### src/source/mdioPkg.sv
// Shared MDIO frame layout, reply and log types, and PHY register constants for the virtual PHY
`default_nettype none

package mdioPkg;

    // Frame sizes from the clause-22 MDIO standard
    localparam int PREAMBLE_BITS = 32;                // Ones before the start pattern
    localparam int FRAME_BITS    = 32;                // Start through data
    localparam int HEADER_BITS   = 14;                // Start, opcode, PHY and register address

    localparam logic [1:0] OP_READ       = 2'b10;
    localparam logic [1:0] OP_WRITE      = 2'b01;
    localparam logic [1:0] START_PATTERN = 2'b01;

    localparam logic [4:0]  PHY_ADDR_MAIN = 5'd1;     // Standard register space
    localparam logic [4:0]  PHY_ADDR_AUX  = 5'd8;     // Identity-only address
    localparam logic [15:0] AUX_REPLY     = 16'h0040; // Fixed identity word

    localparam int         LOG_DEPTH         = 16;
    localparam logic [3:0] DEBUG_LOG_PAGE    = 4'hb;  // Page holding log entries
    localparam logic [7:0] DEBUG_STATUS_ADDR = 8'haf; // Status word address

    localparam int LINK_BIT_POSITION = 2;             // Link status bit in BMSR

    // Receiver FSM states
    localparam logic [1:0] ST_SEARCH  = 2'd0;         // Waiting for preamble
    localparam logic [1:0] ST_RECEIVE = 2'd1;         // Shifting frame bits
    localparam logic [1:0] ST_DONE    = 2'd2;         // Frame complete, one cycle

    // Standard register values, link bit cleared in register 1
    localparam logic [15:0] REG_RESET_VALUE [16] = '{
        16'h1040,                                     // BMCR, 1G and autoneg
        16'h0128,                                     // BMSR, autoneg complete
        16'h7e19,                                     // PHYID1
        16'hc010,                                     // PHYID2, model 1 rev 0
        16'h0801,                                     // ANAR, asymmetric pause
        16'h0c01,                                     // ANLPAR, partner pause
        16'h0000,                                     // ANER
        16'h0000,                                     // ANNPTR
        16'h0000,                                     // ANNPRR
        16'h0200,                                     // GBCR, advertise 1G full
        16'h7c00,                                     // GBSR, master
        16'h0000,                                     // Reserved
        16'h0000,                                     // Reserved
        16'h0000,                                     // MACR
        16'h0000,                                     // MAADR
        16'h2000                                      // GBESR, 1G full capable
    };

    // Frame as seen on the wire, first bit in the MSB
    typedef struct packed {
        logic [1:0]  start;
        logic [1:0]  opcode;
        logic [4:0]  phyAddr;
        logic [4:0]  regAddr;
        logic [1:0]  turnaround;
        logic [15:0] data;
    } mdioFrame;

    // Same 32 bits as fields or as a raw log word
    typedef union packed {
        mdioFrame    frame;
        logic [31:0] raw;
    } mdioWord;

    typedef struct packed {
        logic       isRead;
        logic [4:0] phyAddr;
        logic [4:0] regAddr;
    } mdioHeader;

    typedef struct packed {
        mdioWord frame;
        logic    isUnsupported;                       // Address 1, register 16 and up
    } frameEvent;

endpackage

`default_nettype wire

### src/source/frameLog.sv
// Frame log: keeps the last 16 MDIO frames and a status word, read through the debug port
`timescale 1ns/1ps
`default_nettype none

module frameLog (
    input  logic               ctrl_wen,
    input  logic               reset,
    input  logic               frameStrobe,
    input  mdioPkg::frameEvent frameIn,
    input  logic               preambleError,
    input  logic [15:0]        debugAddr,
    output logic [31:0]        debugData
);
    import mdioPkg::*;

    logic [31:0] logMem [LOG_DEPTH];  // Raw frame words
    logic [3:0]  logPtr;              // Next entry to write
    logic [4:0]  lastUnsupported;     // Register of last unsupported access
    logic [3:0]  errorCount;          // Preamble breaks, wraps at 16
    mdioWord     lastFrame;
    logic        startValid;
    logic [31:0] statusWord;

    always_ff @(posedge ctrl_wen)
    begin
        if (reset)
        begin
            for (int i = 0; i < LOG_DEPTH; i++)
            begin
                logMem[i] <= 32'd0;
            end
            logPtr          <= 4'd0;
            lastUnsupported <= 5'd0;
            errorCount      <= 4'd0;
            lastFrame.raw   <= 32'd0;
        end
        else
        begin
            if (frameStrobe)
            begin
                logMem[logPtr] <= frameIn.frame.raw; // Oldest entry overwritten
                logPtr         <= logPtr + 4'd1;
                lastFrame      <= frameIn.frame;
                if (frameIn.isUnsupported)
                begin
                    lastUnsupported <= frameIn.frame.frame.regAddr;
                end
            end
            if (preambleError)
            begin
                errorCount <= errorCount + 4'd1;
            end
        end
    end

    assign startValid = (lastFrame.frame.start == START_PATTERN);
    assign statusWord = {3'd0, lastUnsupported,
                         3'd0, lastFrame.frame.phyAddr,
                         3'd0, lastFrame.frame.regAddr,
                         errorCount, 1'b0, startValid, lastFrame.frame.opcode};

    // Full address decode, page b first
    always_comb
    begin
        if (debugAddr[15:4] == {8'h00, DEBUG_LOG_PAGE})
        begin
            debugData = logMem[debugAddr[3:0]];
        end
        else if (debugAddr == {8'h00, DEBUG_STATUS_ADDR})
        begin
            debugData = statusWord;
        end
        else
        begin
            debugData = 32'd0;
        end
    end

endmodule

`default_nettype wire

### src/source/mdioFrameReceiver.sv
// MDIO frame receiver: samples mdc in the ctrl_wen domain, finds the preamble and shifts in frames
`timescale 1ns/1ps
`default_nettype none

module mdioFrameReceiver (
    input  logic               ctrl_wen,
    input  logic               reset,
    input  logic               mdc,
    input  logic               mdioFromHost,
    input  logic               mdioHostTri,
    input  logic [15:0]        replyWord,
    output logic               mdioToHost,
    output logic               headerStrobe,
    output mdioPkg::mdioHeader header,
    output logic               frameStrobe,
    output mdioPkg::frameEvent frameOut,
    output logic               preambleError
);
    import mdioPkg::*;

    logic [1:0] mdcSync;          // Two-flop synchroniser
    logic       mdcLast;          // Previous synchronised level
    logic       mdcRise;          // One bit boundary
    logic [1:0] state;
    logic [4:0] bitCount;         // Preamble count, then frame bit number
    logic       readFrame;        // Current frame is a read
    logic       replyWindow;      // PHY owns the data bits
    logic       sampledBit;       // Bit recorded into the frame
    logic       headerDone;       // Last header bit on this edge
    logic       nextIsRead;
    mdioWord    frameReg;
    mdioWord    frameNext;

    assign mdcRise = mdcSync[1] & ~mdcLast;

    always_ff @(posedge ctrl_wen)
    begin
        if (reset)
        begin
            mdcSync <= 2'b00;
            mdcLast <= 1'b0;
        end
        else
        begin
            mdcSync <= {mdcSync[0], mdc};
            mdcLast <= mdcSync[1];
        end
    end

    // Reply bit 15 is driven during frame bit 16
    assign replyWindow = (state == ST_RECEIVE) && readFrame && bitCount[4];
    assign mdioToHost  = replyWindow ? replyWord[~bitCount[3:0]] : 1'b0;

    // Read frames log what the PHY drove, not the host line
    assign sampledBit = replyWindow ? mdioToHost : mdioFromHost;

    always_comb
    begin
        frameNext = frameReg;
        frameNext.raw[~bitCount] = sampledBit;   // Bit n lands at 31-n
    end

    assign headerDone = (state == ST_RECEIVE) && mdcRise
                        && (bitCount == 5'(HEADER_BITS - 1));
    assign nextIsRead = (frameNext.frame.opcode == OP_READ);

    always_ff @(posedge ctrl_wen)
    begin
        if (reset)
        begin
            state         <= ST_SEARCH;
            bitCount      <= 5'd0;
            readFrame     <= 1'b0;
            headerStrobe  <= 1'b0;
            preambleError <= 1'b0;
        end
        else
        begin
            headerStrobe  <= headerDone;          // One-cycle pulses
            preambleError <= 1'b0;
            case (state)
                ST_SEARCH:
                begin
                    if (mdcRise)
                    begin
                        if (mdioHostTri)
                        begin
                            bitCount <= 5'd0;     // Host not driving
                        end
                        else if (mdioFromHost)
                        begin
                            bitCount <= bitCount + 5'd1;
                            if (bitCount == 5'(PREAMBLE_BITS - 1))
                            begin
                                state     <= ST_RECEIVE;
                                readFrame <= 1'b0;
                            end
                        end
                        else
                        begin
                            preambleError <= 1'b1; // Broken preamble
                            bitCount      <= 5'd0;
                        end
                    end
                end
                ST_RECEIVE:
                begin
                    if (mdcRise)
                    begin
                        bitCount <= bitCount + 5'd1; // Wraps to 0 after bit 31
                        if (headerDone)
                        begin
                            readFrame <= nextIsRead;
                        end
                        if (bitCount == 5'(FRAME_BITS - 1))
                        begin
                            state <= ST_DONE;
                        end
                    end
                end
                ST_DONE:
                begin
                    state <= ST_SEARCH;           // Frame handed to log this cycle
                end
                default:
                begin
                    state <= ST_SEARCH;
                end
            endcase
        end
    end

    // Frame and header payload
    always_ff @(posedge ctrl_wen)
    begin
        if ((state == ST_RECEIVE) && mdcRise)
        begin
            frameReg <= frameNext;
        end
        if (headerDone)
        begin
            header.isRead  <= nextIsRead;
            header.phyAddr <= frameNext.frame.phyAddr;
            header.regAddr <= frameNext.frame.regAddr;
        end
    end

    assign frameStrobe             = (state == ST_DONE);
    assign frameOut.frame          = frameReg;
    assign frameOut.isUnsupported  = (frameReg.frame.phyAddr == PHY_ADDR_MAIN)
                                     && frameReg.frame.regAddr[4];

endmodule

`default_nettype wire

### src/source/phyRegisterFile.sv
// PHY register file: holds the link flag and answers each received header with a reply word
`timescale 1ns/1ps
`default_nettype none

module phyRegisterFile (
    input  logic               ctrl_wen,
    input  logic               reset,
    input  logic               ctrlWrite,
    input  logic               linkOnMask,
    input  logic               linkOnBit,
    input  logic               headerStrobe,
    input  mdioPkg::mdioHeader header,
    output logic [15:0]        replyWord
);
    import mdioPkg::*;

    logic        linkOn;             // Link state seen by the host driver
    mdioHeader   headerReg;          // Header of the frame in progress
    logic [15:0] regTable [16];      // Standard registers with live link bit
    logic        isStandard;         // Address 1, registers 0 to 15
    logic        isAux;

    // Masked control write, mask clear leaves link alone
    always_ff @(posedge ctrl_wen)
    begin
        if (reset)
        begin
            linkOn <= 1'b0;
        end
        else if (ctrlWrite && linkOnMask)
        begin
            linkOn <= linkOnBit;
        end
    end

    // Latch header on the strobe, reply held until next one
    always_ff @(posedge ctrl_wen)
    begin
        if (headerStrobe)
        begin
            headerReg <= header;
        end
    end

    always_comb
    begin
        for (int i = 0; i < 16; i++)
        begin
            regTable[i] = REG_RESET_VALUE[i];
        end
        regTable[1][LINK_BIT_POSITION] = linkOn; // BMSR link status
    end

    assign isAux      = (headerReg.phyAddr == PHY_ADDR_AUX);
    assign isStandard = (headerReg.phyAddr == PHY_ADDR_MAIN) && !headerReg.regAddr[4];

    // Writes get no reply
    always_comb
    begin
        if (!headerReg.isRead)
        begin
            replyWord = 16'h0000;
        end
        else if (isAux)
        begin
            replyWord = AUX_REPLY;           // Identity only
        end
        else if (isStandard)
        begin
            replyWord = regTable[headerReg.regAddr[3:0]];
        end
        else
        begin
            replyWord = 16'h0000;            // Unknown address or register
        end
    end

endmodule

`default_nettype wire

### src/source/virtualPhy.sv
// Virtual PHY top: wires the frame receiver, register file and frame log to the outside ports
`timescale 1ns/1ps
`default_nettype none

module virtualPhy (
    input  logic        ctrl_wen,
    input  logic        reset,
    input  logic        mdc,           // Management clock from MAC
    input  logic        mdioFromHost,
    input  logic        mdioHostTri,   // High while host releases the line
    output logic        mdioToHost,
    input  logic        ctrlWrite,
    input  logic        linkOnMask,
    input  logic        linkOnBit,
    input  logic [15:0] debugAddr,
    output logic [31:0] debugData
);
    import mdioPkg::*;

    logic        headerStrobe;
    mdioHeader   header;
    logic [15:0] replyWord;
    logic        frameStrobe;
    frameEvent   frameEvt;
    logic        preambleError;

    mdioFrameReceiver receiver (
        .ctrl_wen      (ctrl_wen),
        .reset         (reset),
        .mdc           (mdc),
        .mdioFromHost  (mdioFromHost),
        .mdioHostTri   (mdioHostTri),
        .replyWord     (replyWord),
        .mdioToHost    (mdioToHost),
        .headerStrobe  (headerStrobe),
        .header        (header),
        .frameStrobe   (frameStrobe),
        .frameOut      (frameEvt),
        .preambleError (preambleError)
    );

    phyRegisterFile registers (
        .ctrl_wen     (ctrl_wen),
        .reset        (reset),
        .ctrlWrite    (ctrlWrite),
        .linkOnMask   (linkOnMask),
        .linkOnBit    (linkOnBit),
        .headerStrobe (headerStrobe),
        .header       (header),
        .replyWord    (replyWord)
    );

    frameLog log (
        .ctrl_wen      (ctrl_wen),
        .reset         (reset),
        .frameStrobe   (frameStrobe),
        .frameIn       (frameEvt),
        .preambleError (preambleError),
        .debugAddr     (debugAddr),
        .debugData     (debugData)
    );

endmodule

`default_nettype wire

### config.mk
export PLATFORM = sky130hd
export DESIGN_NAME = virtualPhy
export DESIGN_NICKNAME = d
export VERILOG_FILES = /design/src/source/mdioPkg.sv /design/src/source/frameLog.sv /design/src/source/mdioFrameReceiver.sv /design/src/source/phyRegisterFile.sv /design/src/source/virtualPhy.sv
export SDC_FILE = /design/constraint.sdc
export NUM_CORES = 1
export LEC_CHECK = 0
export BUFFER_PORTS_ARGS = -buffer_cell sky130_fd_sc_hd__buf_2
export CORE_ASPECT_RATIO = 1.5
export CORE_UTILIZATION = 35
export CTS_BUF_LIST = sky130_fd_sc_hd__clkbuf_2
export DETAILED_ROUTE_END_ITERATION = 10
export GPL_TIMING_DRIVEN = 0
export PLACE_DENSITY = 0.47
export SLEW_MARGIN = 25
export SYNTH_ARGS = -nofsm -noshare
export SYNTH_HDL_FRONTEND = slang
export SYNTH_SLANG_ARGS = --single-unit
### constraint.sdc
create_clock -name ctrl_wen -period 6.85 [get_ports ctrl_wen]
set_clock_uncertainty 0.1 [all_clocks]
set_input_delay 1.37 -clock ctrl_wen [delete_from_list [all_inputs] [get_ports ctrl_wen]]
set_output_delay 1.37 -clock ctrl_wen [all_outputs]
set_load 0.02 [all_outputs]
==> results by group, run 1 <==
Logic synthesis
  – Most instantiated cells after synthesis: edfxtp_1 (566), and2_1 (512), mux4_2 (160)
  – Syn Nets: 1858
  – Post-synthesis area per instance: 15.00 sq um
  – Post-synth top area cell: edfxtp_1
  – Top cells by area, synth: edfxtp_1 (62%), mux4_2 (13%), and2_1 (12%), dfxtp_1 (3.0%), clkbuf_1 (1.7%)
  – Async S/R FF share, synth: 0%
  – Yosys warns: 0
  – EDFF count, synth: 566
  – #FFs+latches synth: 607
  – Post-synthesis cell type count: 51
  – Top cell type's share of synthesized area: 62.26%
  – Most frequent cell after synthesis: edfxtp_1
  – Synth Instances: 1820
  – Synthesized area: 27300 sq um
  – Sequential share of the synthesized area: 65.27%
  – Synth Flop Type: edfxtp_1

STA
  – Rel. slew slack: 36.90%
  – Endpoints failing setup: 0
  – Fmax: 181.9 MHz
  – Worst-margin pin slew: 0.9465 ns
  – Hold WS: 0.3045 ns
  – Fin crit share: 80.27%
  – Final Hold Fails: 0
  – Slew Viols, Final: 0
  – Crit path time final: 5.498 ns
  – Setup tns final: 0 ns
  – RSZ-0062 raised after global routing: no

Route
  – Pre-antenna DRT Iters: 7
  – Detailed Route WL: 82060 um
  – Drt via density: 5.066
  – Vias post-DR: 15940
  – DRC errors left: 0
  – 1st-iter DRT viols: 1028
  – ANT nets after route: 0
  – Avg WL per Cell: 26.08 um

CTS
  – Clock sinks: 607
  – # hold bufs at CTS: 0
  – Clock Path Buffers: 3
  – Post_cts resized: 0
  – Num CTS Buffers: 149
  – TritonCTS clock tree: built
  – H-tree levels: 4
  – Root buffer cell: clkbuf_2
  – Postcts setup bufs: 0
  – Clk_lat worst skew: 1.21 ns
  – Clock transition at the registers of the reported paths: 0.10 ns

Critical path
  – WS Path Type: input port to output pin
  – R2R Setup Slk: 3.48 ns
  – Worst Path Required: 5.38 ns
  – CP arrival: 4.03 ns
  – Worst Path Max Fanout: 10
  – CP Capture Type: output pin
  – Startpoint Class: input port

Global routing
  – Gr ovfl total: 0
  – First-pass GRT wire length: 117100 um
  – Tot GR Track Use: 21.14%
  – Largest net degree at the start of global routing: 33
  – Vias in the first global route: 16980
  – Initial antenna violation count: 3

Power
  – Total Power: 7.085 mW
  – Clock share of power: 34.0%
  – P_sw: 1.792 mW
  – Switching portion of total power: 25.29%
  – Combinational share of power: 6.4%
  – VDD IR-drop max: 137.7 uV
  – Leak pwr: 10.55 nW
  – Sequential share of power: 59.6%
  – PwrDens: 234.7 nW/um^2
  – Internal power: 5.293 mW

Placement
  – Hpwl dp: 56870 um
  – Gpl congestion: 0.8156
  – Buffers on Ports: 52
  – Placed cells: 2888

Die
  – Die footprint: 79140 sq um
  – Top Ports: 57
  – Die Y: 344.0 um
  – Initial Utilization: 35.33%
  – DIE WIDTH: 230.0 um
  – Total core area: 77260 sq um
  – Cell Rows: 125

Finish
  – Fin cells: 3146
  – Layout Nets: 2061
  – Area Growth Syn to Fin: 10.58%
  – Share of layout cells above drive strength 1: 23.27%
  – Fill count: 7442

Hold path
  – Worst min-delay path category: input port to flip-flop

Flow run
  – Max-cap violations: 0

Run status
  – Status: finished, final reports clean
## worst paths after layout
check	cells after the start	to	start
worst max register to register	7	log.logMem[7][15]	receiver.state[0]
worst min register to register	0	registers.headerReg[1]	receiver.header[1]
worst max-delay path	8	debugData[1]	debugAddr[1]
worst min-delay path	2	receiver.mdcSync[0]	mdc
## kinds of logic (layout without fill, tap and decap cells)
kind of cell | after synthesis | in the layout | synth area share (%)
other | 0 | 3 | 0
adder cells (fa/ha/maj) | 14 | 14 | 0.6417
multiplexers | 166 | 166 | 13.42
AO/OA/AOI/OAI | 87 | 87 | 1.774
flip-flops | 607 | 607 | 65.27
AND/OR/NAND/NOR | 759 | 759 | 16.11
buffers and inverters | 181 | 488 | 2.594
XOR/XNOR | 6 | 6 | 0.1925
## worst max-delay path, stage by stage
cell	delay, ns
buf_2	0.31
buf_2	0.51
nand4_1	0.23
nor3_1	0.58
clkbuf_1	0.51
nand2_1	0.10
o21ai_0	0.17
buf_2	0.24
## sequential cells by signal (all words and copies together), names as in the netlist
| signal | flops |
|---|---|
| registers.headerReg | 11 |
| receiver.frameReg | 32 |
| receiver.mdcSync | 2 |
| receiver.readFrame | 1 |
| receiver.mdcLast | 1 |
| registers.linkOn | 1 |
| receiver.header | 11 |
| log.lastFrame | 14 |
| receiver.headerStrobe | 1 |
| log.logPtr | 4 |
| receiver.preambleError | 1 |
| receiver.state | 2 |
| log.lastUnsupported | 5 |
| log.errorCount | 4 |
| log.logMem | 512 |
| receiver.bitCount | 5 |
## power by group through the flow
stage               combinational, mW  sequential, mW  clock (mW)
floorplan                       0.281            4.29           0
global placement                0.457            4.30           0
detailed placement              0.461            4.31           0
CTS                             0.463            4.23        2.50
global route                    0.475            4.24        2.66
finish                          0.453            4.22        2.41
## layout by cell type (no fill, tap or decap), types with 15 or more instances in the layout
cell type  synthesis  final
a21oi_1           28     28
and2_1           512    512
buf_2             16     70
clkbuf_1         122    116
clkbuf_2           1    226
clkinv_1           0     24
dfxtp_1           41     41
edfxtp_1         566    566
inv_1             35     35
mux4_2           160    160
nand2_1           91     91
nand3_1           15     15
nor2_1            60     60
nor2b_1           17     17
o21ai_0           20     19
o21ai_1           21     21
or2_4              0     16
## final cells by class
class                      count  area (sq um)  area share, %
sequential                   607         17820          59.02
multi-input combinational   1032          8823          29.23
tap                         1016          1271          4.211
clock buffer                 219          1096          3.631
buffer                       146         586.8          1.944
timing repair buffer          52         260.3         0.8621
clock inverter                36         193.9         0.6424
inverter                      35         131.4         0.4352
antenna                        3         7.507        0.02487
## per-layer routing
metal / track usage [%] / vias to the layer above / share of wire [%]
met1: 22.70 / 8158 / 36
met2: 39.55 / 484 / 54
li1: - / 7120 / -
met5: 0 / - / 0.016
met4: 10.54 / 2 / 4.6
met3: 3.811 / 175 / 4.6
## metrics by stage
stage	setup slack, ns	cell area (sq um)	utilization [%]
detailed placement	1.276	28890	37.39
global placement	1.265	28830	37.32
global route	1.163	30190	39.07
finish	1.352	30190	39.07
floorplan	2.333	27300	-
CTS	1.268	30180	39.06
(Power assumes the default switching activity.)
==> run 2, diff against run 1 <==
==> constraint.sdc (replaced) <==
create_clock -name ctrl_wen -period 5.2 [get_ports ctrl_wen]
set_clock_uncertainty 0.1 [all_clocks]
set_input_delay 1.04 -clock ctrl_wen [delete_from_list [all_inputs] [get_ports ctrl_wen]]
set_output_delay 1.04 -clock ctrl_wen [all_outputs]
set_load 0.02 [all_outputs]
==> run 2 against run 1 <==
Compared with the run above: clock power up 32%; final cell count up 0.19%; sequential power is 32% higher; largest power group unchanged; global-route usage about the same; via count increased by 0.19%; largest cell class unchanged; first-iteration DRC count decreased by 1.8%; non-clock buffer count grew 6; wire length increased by 0.24%; worst setup slack got worse by 0.98 ns; hold slack worse by 0.070 ns.
==> results by group, run 2 (synthesis gave the netlist of run 1 again) <==
Power
  – PwrDens: 308.7 nW/um^2 (+32%)
  – VDD IR-drop max: 182.6 uV (+33%)
  – Leak pwr: 10.58 nW (+0.26%)

Global routing
  – Initial antenna violation count: 3 (unchanged)
  – Gr ovfl total: 0 (unchanged)
  – First-pass GRT wire length: 117200 um (about the same)
  – Largest net degree at the start of global routing: 33 (unchanged)
  – Vias in the first global route: 17010 (+0.16%)
  – Tot GR Track Use: 21.15% (about the same)

CTS
  – H-tree levels: 4 (unchanged)
  – Root buffer cell: clkbuf_2
  – TritonCTS clock tree: built
  – Clock transition at the registers of the reported paths: 0.11 ns (about the same)
  – Clk_lat worst skew: 1.21 ns (about the same)
  – Postcts setup bufs: 0 (unchanged)
  – Num CTS Buffers: 149 (unchanged)
  – Clock sinks: 607 (unchanged)
  – Clock Path Buffers: 3 (unchanged)

Die
  – DIE WIDTH: 230.0 um (unchanged)
  – Top Ports: 57 (unchanged)
  – Die Y: 344.0 um (unchanged)
  – Cell Rows: 125 (unchanged)
  – Die footprint: 79140 sq um (unchanged)
  – Total core area: 77260 sq um (unchanged)
  – Initial Utilization: 35.33% (unchanged)

Route
  – ANT nets after route: 0 (unchanged)
  – Drt via density: 5.067 (about the same)
  – Pre-antenna DRT Iters: 7 (unchanged)
  – 1st-iter DRT viols: 1010 (-1.8%)
  – Avg WL per Cell: 26.10 um (about the same)
  – Vias post-DR: 15970 (+0.19%)
  – Detailed Route WL: 82250 um (+0.24%)
  – DRC errors left: 0 (unchanged)

STA
  – Final setup margin: 0.3721 ns (-0.9796 ns)
  – Rel. slew slack: 33.03% (-3.9 points)
  – Fin crit share: 92.84%
  – RSZ-0062 raised after global routing: no
  – Endpoints failing setup: 0 (unchanged)
  – Hold WS: 0.2341 ns (-0.07043 ns)
  – Setup tns final: 0 ns (unchanged)
  – Fmax: 207.1 MHz
  – Slew Viols, Final: 0 (unchanged)
  – Final Hold Fails: 0 (unchanged)
  – Worst-margin pin slew: 1.004 ns (+0.05794 ns)
  – Crit path time final: 4.828 ns

Finish
  – Share of layout cells above drive strength 1: 23.21% (-0.065 points)
  – Layout Nets: 2067 (+0.29%)
  – Area Growth Syn to Fin: 10.80%
  – Top reg by flops: log.logMem
  – Max reg flops: 512 (unchanged)
  – Fill count: 7435 (-0.094%)
  – Biggest regs: log.logMem x512, receiver.frameReg x32, log.lastFrame x14
  – Final instance area: 30250 sq um (+0.20%)
  – Most common cell after layout, fill and taps aside: edfxtp_1
  – Commonest cells after routing, fill and taps aside: edfxtp_1 (566), and2_1 (512), clkbuf_2 (226)

Critical path
  – Startpoint Class: input port
  – CP arrival: 3.69 ns (-0.34 ns)
  – Worst Path Max Fanout: 10 (unchanged)
  – CP Capture Type: output pin
  – WS Path Type: input port to output pin
  – Worst Path Required: 4.06 ns (-1.32 ns)

Placement
  – Hpwl dp: 56870 um (unchanged)
  – Pre-CTS worst setup slack: 0.2861 ns (-0.9900 ns)
  – Gpl congestion: 0.8156 (unchanged)
  – Buffers on Ports: 52 (unchanged)
  – Placed Area: 28890 sq um (unchanged)

Hold path
  – Worst min-delay path category: input port to flip-flop

Run status
  – Status: finished, final reports clean

Flow run
  – Max-cap violations: 0 (unchanged)
[run 2: cell types whose count changed in the layout (fill, tap and decap cells not counted), sizes merged]
cell | before | now
dlygate4sd3 | 0 | 6
[run 2: worst max-delay path, cell delays in order]
cell	delay (ns)
buf_2	0.31
buf_2	0.50
nand4_1	0.23
nor3_1	0.57
clkbuf_1	0.51
nand2_1	0.11
o21ai_0	0.17
buf_2	0.24
[run 2: where the power goes]
group          switching [mW]  internal (mW)
clock network            1.96           1.21
logic                   0.350          0.249
registers              0.0507           5.51
total                    2.36           6.97
[run 2: final timing paths]
check / start / endpoint / slack, ns / depth (start not counted)
min reg2reg: receiver.header[1] / registers.headerReg[1] / 0.33 / 0
max: debugAddr[1] / debugData[1] / 0.37 / 8
min: mdioHostTri / receiver.state[0] / 0.23 / 5
max reg2reg: receiver.state[0] / log.logMem[4][13] / 1.82 / 7
[run 2: stage by stage]
stage          util (%)  power [mW]  std cells
2_1_floorplan         -       6.024       1820
3_3_place_gp      37.32       6.270       2888
3_5_place_dp      37.39       6.286       2888
4_1_cts           39.14       9.466       3149
5_1_grt           39.15       9.716       3151
6_report          39.15       9.338       3152
[run 2: layer usage]
layer,vias to the layer above,global-route usage [%],wire length [um]
li1,7129,-,-
met1,8173,22.71,29960
met2,492,39.57,44750
met3,174,3.811,3819
met4,2,10.54,3704
met5,-,0,13
[run 2: repair_timing]
action,CTS,global route
gates resized for setup,0,0
hold buffers,6,0
endpoints found under the hold margin,3,0
[run 2: layout make-up]
type / count / area (sq um) / area share (%)
Tap cell: 1016 / 1271 / 4.203
Antenna cell: 3 / 7.507 / 0.02482
Timing Repair Buffer: 58 / 320.3 / 1.059
Multi-Input combinational cell: 1032 / 8823 / 29.17
Clock inverter: 36 / 193.9 / 0.6412
Inverter: 35 / 131.4 / 0.4343
Sequential cell: 607 / 17820 / 58.90
Clock buffer: 219 / 1096 / 3.624
Buffer: 146 / 586.8 / 1.940
